--- src/rtl/rv_decode_pkg.sv ---
package rv_decode_pkg;

    // Base opcodes
    localparam logic [6:0] op_r     = 7'b0110011;
    localparam logic [6:0] op_i     = 7'b0010011;
    localparam logic [6:0] op_s     = 7'b0100011;
    localparam logic [6:0] op_l     = 7'b0000011;
    localparam logic [6:0] op_b     = 7'b1100011;
    localparam logic [6:0] op_lui   = 7'b0110111;
    localparam logic [6:0] op_auipc = 7'b0010111;
    localparam logic [6:0] op_jal   = 7'b1101111;
    localparam logic [6:0] op_jalr  = 7'b1100111;

    // Matrix accelerator, custom-0 opcode space
    localparam logic [6:0] op_acc   = 7'b0001011;

    // Accelerator funct3, 3'b101 and up are unused
    localparam logic [2:0] acc_load   = 3'b000;
    localparam logic [2:0] acc_save   = 3'b001;
    localparam logic [2:0] acc_matmul = 3'b010;
    localparam logic [2:0] acc_reset  = 3'b011;
    localparam logic [2:0] acc_move   = 3'b100;

    // Write-back source
    localparam logic [1:0] src_alu = 2'b00;
    localparam logic [1:0] src_mem = 2'b01;
    localparam logic [1:0] src_pc  = 2'b10;

    // Operation code handed to the accelerator
    localparam logic [2:0] acc_none      = 3'd0;
    localparam logic [2:0] acc_op_load   = 3'd1;
    localparam logic [2:0] acc_op_save   = 3'd2;
    localparam logic [2:0] acc_op_matmul = 3'd3;
    localparam logic [2:0] acc_op_reset  = 3'd4;
    localparam logic [2:0] acc_op_move   = 3'd5;

    // Fetched instruction word, R layout and S layout
    typedef union packed {
        struct packed {
            logic [6:0] funct7;
            logic [4:0] rs2;
            logic [4:0] rs1;
            logic [2:0] funct3;
            logic [4:0] rd;
            logic [6:0] opcode;
        } r;
        struct packed {
            logic [6:0] imm_hi;
            logic [4:0] rs2;
            logic [4:0] rs1;
            logic [2:0] funct3;
            logic [4:0] imm_lo;
            logic [6:0] opcode;
        } s;
    } instr_u;

endpackage

--- src/rtl/ctrl_if.sv ---
interface ctrl_if;

    logic [4:0] rs1_addr;
    logic [4:0] rs2_addr;
    logic [4:0] rd_addr;
    logic [2:0] funct3;
    logic [1:0] reg_src;
    logic       branch;
    logic       jal;
    logic       jalr;
    logic       mem_read;
    logic       mem_write;
    logic       reg_write;
    logic [2:0] acc_op;
    logic       illegal;

    modport dec (
        output rs1_addr, rs2_addr, rd_addr, funct3, reg_src,
        output branch, jal, jalr, mem_read, mem_write, reg_write,
        output acc_op, illegal
    );

    modport merge (
        input rs1_addr, rs2_addr, rd_addr, funct3, reg_src,
        input branch, jal, jalr, mem_read, mem_write, reg_write,
        input acc_op, illegal
    );

endinterface

--- src/rtl/control_decoder.sv ---
module control_decoder import rv_decode_pkg::*; (
    input  instr_u instr,
    ctrl_if.dec    ctl
);

    logic [6:0] opcode;
    logic [2:0] funct3;

    assign opcode = instr.r.opcode;
    assign funct3 = instr.r.funct3;

    // Register fields pass straight through
    assign ctl.rs1_addr = instr.r.rs1;
    assign ctl.rs2_addr = instr.r.rs2;
    assign ctl.rd_addr  = instr.r.rd;
    assign ctl.funct3   = funct3;

    always_comb begin
        ctl.branch    = 1'b0;
        ctl.jal       = 1'b0;
        ctl.jalr      = 1'b0;
        ctl.mem_read  = 1'b0;
        ctl.mem_write = 1'b0;
        ctl.reg_write = 1'b0;
        ctl.reg_src   = src_alu;
        ctl.acc_op    = acc_none;
        ctl.illegal   = 1'b0;

        case (opcode)
            op_r: begin
                ctl.reg_write = 1'b1;       // ADD SUB SLL ... AND
            end
            op_i: begin
                ctl.reg_write = 1'b1;       // ADDI ... ANDI
            end
            op_lui, op_auipc: begin
                ctl.reg_write = 1'b1;
            end
            op_l: begin
                ctl.mem_read  = 1'b1;
                ctl.reg_write = 1'b1;
                ctl.reg_src   = src_mem;
            end
            op_s: begin
                ctl.mem_write = 1'b1;
                ctl.reg_src   = src_mem;    // Don't care, kept as memory
            end
            op_b: begin
                ctl.branch = 1'b1;
            end
            op_jal: begin
                ctl.jal       = 1'b1;
                ctl.reg_write = 1'b1;
                ctl.reg_src   = src_pc;     // Link address
            end
            op_jalr: begin
                ctl.jalr      = 1'b1;
                ctl.reg_write = 1'b1;
                ctl.reg_src   = src_pc;
            end
            op_acc: begin
                // Extension functions select on funct3 alone
                case (funct3)
                    acc_load: begin
                        ctl.mem_read  = 1'b1;
                        ctl.reg_write = 1'b1;
                        ctl.reg_src   = src_mem;
                        ctl.acc_op    = acc_op_load;
                    end
                    acc_save: begin
                        ctl.mem_write = 1'b1;
                        ctl.reg_src   = src_mem;
                        ctl.acc_op    = acc_op_save;
                    end
                    acc_matmul: begin
                        ctl.acc_op = acc_op_matmul;
                    end
                    acc_reset: begin
                        ctl.acc_op = acc_op_reset;
                    end
                    acc_move: begin
                        ctl.acc_op = acc_op_move;
                    end
                    default: begin
                        ctl.reg_src = src_pc;
                        ctl.illegal = 1'b1;  // Unused funct3
                    end
                endcase
            end
            default: begin
                ctl.reg_src = src_pc;
                ctl.illegal = 1'b1;         // Unknown opcode
            end
        endcase
    end

endmodule

--- src/rtl/imm_gen.sv ---
module imm_gen import rv_decode_pkg::*; (
    input  instr_u      instr,
    output logic [31:0] imm
);

    logic        sign;
    logic [31:0] imm_i;
    logic [31:0] imm_s;
    logic [31:0] imm_b;
    logic [31:0] imm_u;
    logic [31:0] imm_j;

    assign sign = instr[31];

    // I format sits where funct7 and rs2 are in the R layout
    assign imm_i = {{20{sign}}, instr.r.funct7, instr.r.rs2};

    assign imm_s = {{20{sign}}, instr.s.imm_hi, instr.s.imm_lo};

    // B and J come from the raw bits
    assign imm_b = {{19{sign}}, sign, instr[7], instr[30:25], instr[11:8], 1'b0};

    assign imm_u = {instr[31:12], 12'b0};

    assign imm_j = {{11{sign}}, sign, instr[19:12], instr[20], instr[30:21], 1'b0};

    always_comb begin
        case (instr.r.opcode)
            op_i, op_l, op_jalr, op_acc: begin
                imm = imm_i;
            end
            op_s: begin
                imm = imm_s;
            end
            op_b: begin
                imm = imm_b;
            end
            op_lui, op_auipc: begin
                imm = imm_u;
            end
            op_jal: begin
                imm = imm_j;
            end
            default: begin
                imm = 32'd0;                // R type and unknown
            end
        endcase
    end

endmodule

--- src/rtl/decode_merge.sv ---
module decode_merge import rv_decode_pkg::*; (
    input  logic        clk,
    input  logic        arst_n,
    input  logic        in_valid,
    ctrl_if.merge       ctl,
    input  logic [31:0] imm,
    output logic        out_valid,
    output logic [4:0]  rs1_addr,
    output logic [4:0]  rs2_addr,
    output logic [4:0]  rd_addr,
    output logic [2:0]  funct3,
    output logic [1:0]  reg_src,
    output logic        branch,
    output logic        jal,
    output logic        jalr,
    output logic        mem_read,
    output logic        mem_write,
    output logic        reg_write,
    output logic [2:0]  acc_op,
    output logic        illegal,
    output logic [31:0] imm_q
);

    logic rd_zero;

    assign rd_zero = (ctl.rd_addr == 5'd0);

    // One pulse per accepted word
    always_ff @(posedge clk or negedge arst_n) begin
        if (!arst_n) begin
            out_valid <= 1'b0;
        end else begin
            out_valid <= in_valid;
        end
    end

    always_ff @(posedge clk or negedge arst_n) begin
        if (!arst_n) begin
            rs1_addr  <= 5'd0;
            rs2_addr  <= 5'd0;
            rd_addr   <= 5'd0;
            funct3    <= 3'd0;
            reg_src   <= src_alu;
            branch    <= 1'b0;
            jal       <= 1'b0;
            jalr      <= 1'b0;
            mem_read  <= 1'b0;
            mem_write <= 1'b0;
            reg_write <= 1'b0;
            acc_op    <= acc_none;
            illegal   <= 1'b0;
            imm_q     <= 32'd0;
        end else if (in_valid) begin
            rs1_addr  <= ctl.rs1_addr;
            rs2_addr  <= ctl.rs2_addr;
            rd_addr   <= ctl.rd_addr;
            funct3    <= ctl.funct3;
            reg_src   <= ctl.reg_src;
            branch    <= ctl.branch;
            jal       <= ctl.jal;
            jalr      <= ctl.jalr;
            mem_read  <= ctl.mem_read;
            mem_write <= ctl.mem_write;
            reg_write <= ctl.reg_write && !rd_zero;  // x0 is never written
            acc_op    <= ctl.acc_op;
            illegal   <= ctl.illegal;
            imm_q     <= imm;
        end
    end

endmodule

--- src/rtl/rv_decode.sv ---
module rv_decode (
    input  logic        clk,
    input  logic        arst_n,
    input  logic        in_valid,
    input  logic [31:0] instr,
    output logic        out_valid,
    output logic [4:0]  rs1_addr,
    output logic [4:0]  rs2_addr,
    output logic [4:0]  rd_addr,
    output logic [2:0]  funct3,
    output logic [1:0]  reg_src,
    output logic        branch,
    output logic        jal,
    output logic        jalr,
    output logic        mem_read,
    output logic        mem_write,
    output logic        reg_write,
    output logic [2:0]  acc_op,
    output logic        illegal,
    output logic [31:0] imm
);

    logic [31:0] imm_comb;

    ctrl_if ctl_bus ();

    control_decoder u_control_decoder (
        .instr (instr),
        .ctl   (ctl_bus.dec)
    );

    imm_gen u_imm_gen (
        .instr (instr),
        .imm   (imm_comb)
    );

    decode_merge u_decode_merge (
        .clk       (clk),
        .arst_n    (arst_n),
        .in_valid  (in_valid),
        .ctl       (ctl_bus.merge),
        .imm       (imm_comb),
        .out_valid (out_valid),
        .rs1_addr  (rs1_addr),
        .rs2_addr  (rs2_addr),
        .rd_addr   (rd_addr),
        .funct3    (funct3),
        .reg_src   (reg_src),
        .branch    (branch),
        .jal       (jal),
        .jalr      (jalr),
        .mem_read  (mem_read),
        .mem_write (mem_write),
        .reg_write (reg_write),
        .acc_op    (acc_op),
        .illegal   (illegal),
        .imm_q     (imm)
    );

endmodule

--- config.mk ---
export PLATFORM = sky130hd
export DESIGN_NAME = rv_decode
export DESIGN_NICKNAME = d
export VERILOG_FILES = /design/src/rtl/rv_decode_pkg.sv /design/src/rtl/ctrl_if.sv /design/src/rtl/control_decoder.sv /design/src/rtl/imm_gen.sv /design/src/rtl/decode_merge.sv /design/src/rtl/rv_decode.sv
export SDC_FILE = /design/constraint.sdc
export NUM_CORES = 1
export LEC_CHECK = 0
export ABC_AREA = 1
export BUFFER_PORTS_ARGS = -buffer_cell sky130_fd_sc_hd__buf_2
export CAP_MARGIN = 10
export CORE_ASPECT_RATIO = 0.7
export CORE_MARGIN = 3
export CORE_UTILIZATION = 39
export DETAILED_ROUTE_END_ITERATION = 16
export PLACE_DENSITY = 0.71
export SETUP_SLACK_MARGIN = 0.5
export SYNTH_ARGS = -nofsm -noshare
export SYNTH_HDL_FRONTEND = slang
export SYNTH_SLANG_ARGS = --single-unit
--- constraint.sdc ---
create_clock -name clk -period 0.8 [get_ports clk]
set_input_delay 0.16 -clock clk [delete_from_list [all_inputs] [get_ports clk]]
set_output_delay 0.16 -clock clk [all_outputs]
set_load 0.05 [all_outputs]
======== Word-level counts from Yosys, hierarchy flattened ========
Cells that the tools add are included.
W data, S select, Z words.
word-level totals
  input port bits ......................... 35
  register bits ........................... 63
  output and inout port bits .............. 63
  word-level logic and storage cells ...... 57
operators by class
  eq/ne operators ......................... 14
  reductions and logical operators ........ 13
  mux-type cells .......................... 15
operators by type and width
  cell                  count
  $pmux W32 S5          1
  $eq A7 B6 Y1 const B  3
  $eq A7 B7 Y1 const B  3
  $pmux W3 S5           1
  $eq A7 B5 Y1 const B  2
  $reduce_or A5 Y1      2
  $reduce_or A9 Y1      1
  $pmux W1 S2           4
  $eq A7 B2 Y1 const B  1
  $eq A7 B4 Y1 const B  1
  $reduce_or A7 Y1      1
  $eq A3 B2 Y1 const B  2
  $mux W1               6
  $pmux W2 S3           1
  $reduce_or A2 Y1      3
  $logic_not A5 Y1      1
  $pmux W2 S2           1
  $reduce_or A4 Y1      1
  $eq A3 B1 Y1 const B  1
  $eq A3 B3 Y1 const B  1
  $logic_not A3 Y1      1
  $mux W3               1
  $reduce_or A3 Y1      1
  $logic_and A1 B1 Y1   1
  $logic_not A1 Y1      1

======== Longest topological paths before layout ========
  word-level depth ........................ 4
  gate-level depth with buffers ........... 10
  gate-level depth less buffers ........... 9

======== Modules after synthesis ========
From an unflattened synthesis, not the netlist that was laid out.
second synthesis, totals
  cell total of the unflattened synthesis .. 519
  area total of the unflattened synthesis .. 3716.1 um^2
modules (own cells, without submodules)
  module           area each (um^2)  times used  sequential area each (um^2)  cells an instance
  decode_merge     2456.1            1           1576.5                       268
  imm_gen          815.8             1           0.0                          163
  control_decoder  444.2             1           0.0                          88

======== Worst setup path before layout ========
No wires, ideal clock.
  path type ............................... register to register
  start ................................... register, netlist name u_decode_merge.illegal
  end ..................................... register u_decode_merge.illegal
  cell stages (with the launch flop) ...... 4
  data required time ...................... 0.673 ns
  arrival time ............................ 0.968 ns
  setup time .............................. 0.127 ns
  buffers on the path ..................... 0
  path slack .............................. -0.295 ns
  period minus slack after synthesis ...... 1.095 ns
  cells stage by stage .................... dfrtp_1 > or2_2 > nand2_1 > a21oi_1
RTL lines
  what                  RTL line            source
  to (signal assigned)  decode_merge.sv:66  illegal <= ctl.illegal;
  to (decl)             decode_merge.sv:20  output logic illegal,

======== Final worst setup path ========
  start ................................... input port instr[1]
  end ..................................... register u_decode_merge.imm_q[25]
on the way
  longest elaborated chain between the ends .. 3
  elaborated cells between the ends (all ways) .. 12
  classes of those cells .................. eq/ne (9); mux (1); reduce/logical (2)
ends and longest elaborated chain
  what                                                         RTL line            source
  from (decl)                                                  rv_decode.sv:5      input logic [31:0] instr,
  $eq A7 B5 Y1, or another cell as far along                   imm_gen.sv:28       case (instr.r.opcode)
  $reduce_or A4 Y1 / $reduce_or A2 Y1 (equally long branches)  n/a
  $pmux W32 S5 (*)                                             imm_gen.sv:28
  to (signal assigned)                                         decode_merge.sv:67  imm_q <= imm;
  to (decl)                                                    decode_merge.sv:21  output logic [31:0] imm_q
Mark *: on every way between the ends. The rest lies on a longest branch, timed or not.
A chain may end at the register's enable or synchronous reset.

==> flow_metrics.env <==
export IMPL_worst_setup_path_type="in -> reg"
export IMPL_htreeDepth=3
export IMPL_power_density_mw_per_mm2=1481
export IMPL_p_comb_frac=0.238
export IMPL_syn_area_mm2=0.003272
export IMPL_portBuffers=97
export IMPL_die_area_mm2=0.009542
export IMPL_slowest_stage="nor2_1"
export IMPL_tightest_slew_ps=571.0
export IMPL_core_area_mm2=0.008006
export IMPL_setup_viol=104
export IMPL_drtPass1Iterations=6
export IMPL_rsz0062_at_grt="yes"
export IMPL_cts_clk_slew_worst_paths_ps=60
export IMPL_dp_hpwl_mm=7.709
export IMPL_cts_num_sinks=63
export IMPL_required_ps=1010
export IMPL_syn2layout_area_growth_pct=94.07
export IMPL_fmax_mhz=888.6
export IMPL_drc_errors=0
export IMPL_grt_max_degree=46
export IMPL_cts_tree="yes"
export IMPL_ys_ff_latch=63
export IMPL_ys_seq_area_frac=0.4818
export IMPL_via_per_inst=5.353
export IMPL_p_leak_nw=3.297
export IMPL_fin_nets=669
export IMPL_core_rowCount=27
export IMPL_syn_area_per_cell_um2=7.191
export IMPL_endpoint_kind="flop"
export IMPL_hp_class="in -> async"
export IMPL_cpLargestDelayFamily="simple AND/OR/NAND/NOR gates"
export IMPL_ys_types=26
export IMPL_max_cap_viol_count=0
export IMPL_hold_slack_ps=-175.2
export IMPL_final_layout_size_suffix_gt1_frac=0.6338
export IMPL_gp_congestion=0.9242
export IMPL_root_buffer="clkbuf_16"
export IMPL_internal_power_w=0.006412
export IMPL_slew_headroom=0.6153
export IMPL_seqPwrFrac=0.369
export IMPL_num_vias=3961
export IMPL_max_stage_delay_ps=140
export IMPL_start_util=0.4087
export IMPL_yosys_warnings=0
export IMPL_hold_viol_final=63
export IMPL_arrival_ps=1330
export IMPL_diodes=0
export IMPL_syn_inst=455
export IMPL_clk_latency_ps=330
export IMPL_violations="hold timing, setup timing"
export IMPL_worstPathCellList="buf_8 -> nand2_8 -> nor2_4 -> buf_12 -> buf_12 -> buf_16 -> nand3_2 -> nand2_1 -> nor2_1 -> nand2_1 -> nand2_1 -> nand2_1"
export IMPL_final_setup_skew_ps=0
export IMPL_drtIter0Drc=392
export IMPL_ir_drop_v=0.0009513
export IMPL_routed_wl_mm=13.57
export IMPL_total_power_w=0.009406
export IMPL_fin_crit_ps=1125
export IMPL_post_route_period_util=1.407
export IMPL_antenna_found_initial=0
export IMPL_setup_ws_ps=-325.3
export IMPL_worst_path_buf_inv=4
export IMPL_start_kind="input pin"
export IMPL_fp_dieW_um=115.5
export IMPL_ant_nets=0
export IMPL_track_usage=0.2643
export IMPL_syn_num_nets=490
export IMPL_p_sw_w=0.002994
export IMPL_ios=98
export IMPL_gr_total_overflow=0
export IMPL_switching_share=0.3183
export IMPL_wl_per_cell_um=18.34
export IMPL_clockPowerShare=0.392
export IMPL_drv_slew=0
export IMPL_dieHeight_um=82.64
export IMPL_grt_pass1_wl_mm=19.11
export IMPL_clock_path_buffers=2
export IMPL_grt_pass1_vias=3771
export IMPL_cpMostUsedCell="nand2_1"
export IMPL_numCtsBuffers=9
export IMPL_path_max_fanout=7
export IMPL_outcome="finished with violations"
[final timing paths]
check                                            from                    endpoint  slack, ps  cells after the start
setup / recovery                             instr[1]    u_decode_merge.imm_q[25]       -330                     12
hold / removal                                 arst_n          u_decode_merge.jal       -180                      2
setup reg to reg             u_decode_merge.imm_q[26]    u_decode_merge.imm_q[26]        -80                      4
hold reg to reg            u_decode_merge.rs2_addr[1]  u_decode_merge.rs2_addr[1]        500                      2
max in group asynchronous                      arst_n  u_decode_merge.rs1_addr[1]        720                      2
min in group clk                             instr[9]   u_decode_merge.rd_addr[2]         90                      3
[power by group through the flow]
stage	Combinational [W]	Clock, W	Sequential, W
final	0.00224	0.00369	0.00347
after global routing	0.00236	0.00390	0.00349
after floorplan	0.000435	0	0.00399
after global placement	0.00156	0	0.00348
after detailed placement	0.00158	0	0.00348
after CTS	0.00204	0.00375	0.00346
[what timing repair did]
item | in CTS | in global routing
hold endpoints to repair | 63 | 63
setup buffers | 21 | 12
gates resized for setup | 255 | 93
gates cloned | 8 | 0
pin swaps | 79 | 73
endpoints found under the setup margin | 126 | 125
[cells in the mapped netlist (all sizes together)]
cell type / number / share of area
a21oi: 3 / 0.0046
a22o: 1 / 0.0027
buf: 10 / 0.022
clkbuf: 12 / 0.014
clkinv: 1 / 0.0011
dfrtp: 63 / 0.48
inv: 18 / 0.021
nand2: 238 / 0.28
nand3: 48 / 0.078
nand3b: 1 / 0.0023
nand4: 1 / 0.0019
nor2: 39 / 0.057
nor3: 4 / 0.0076
o21ai: 14 / 0.021
o31ai: 1 / 0.0023
or2: 1 / 0.0019
[layout by cell type, fill, tap and decap left out, types with 12 or more instances in the layout]
master,count
nand3_1,15
nor2_1,12
dfrtp_1,14
buf_4,50
nor2_2,19
buf_12,15
nand3_2,24
nand2_1,171
buf_2,25
nand2_2,51
nand2_4,14
buf_6,85
dfrtp_2,49
[layout make-up]
| cell class | count | area (um^2) |
|---|---|---|
| clock buffers | 10 | 239.0 |
| clock inverters | 6 | 42.54 |
| fillers | 495 | 1657 |
| inverters | 19 | 143.9 |
| multi-input cells | 356 | 2215 |
| flip-flops and latches | 63 | 1638 |
| well taps | 101 | 126.4 |
| repair buffers | 185 | 1946 |
[stage by stage]
| stage | setup TNS, ps | util | instance area, um^2 | setup slack (ps) | instances |
|---|---|---|---|---|---|
| 2_1_floorplan | -4528 | - | 3520 | -170.0 | 455 |
| 3_3_place_gp | -25110 | 0.5521 | 4420 | -590.4 | 683 |
| 3_5_place_dp | -26630 | 0.5521 | 4420 | -595.8 | 683 |
| 4_1_cts | -19070 | 0.7386 | 5913 | -280.2 | 728 |
| 5_1_grt | -24150 | 0.7931 | 6350 | -341.4 | 740 |
| 6_report | -20910 | 0.7931 | 6350 | -325.3 | 740 |
[cell families after synthesis]
| kind of cell | Yosys count | share of synthesized area |
|---|---|---|
| simple gates | 332 | 0.4298 |
| buf+inv | 41 | 0.05736 |
| flops | 63 | 0.4818 |
| compound gates | 19 | 0.03098 |
[flip-flops by register name, summed over array words and instances (netlist names)]
register and count:
u_decode_merge.acc_op 3, u_decode_merge.branch 1, u_decode_merge.funct3 3, u_decode_merge.illegal 1
u_decode_merge.imm_q 32, u_decode_merge.jal 1, u_decode_merge.jalr 1, u_decode_merge.mem_read 1
u_decode_merge.mem_write 1, u_decode_merge.out_valid 1, u_decode_merge.rd_addr 5, u_decode_merge.reg_src 2
u_decode_merge.reg_write 1, u_decode_merge.rs1_addr 5, u_decode_merge.rs2_addr 5
[layer usage]
metal | global-route usage | part of all wire | vias up
li1 | - | - | 1790
met1 | 0.3525 | 0.41 | 1915
met2 | 0.4307 | 0.49 | 213
met3 | 0.06555 | 0.079 | 43
met4 | 0.07503 | 0.025 | 0
met5 | 0 | 0 | -
No activity file was read; power rests on OpenSTA's default activity.
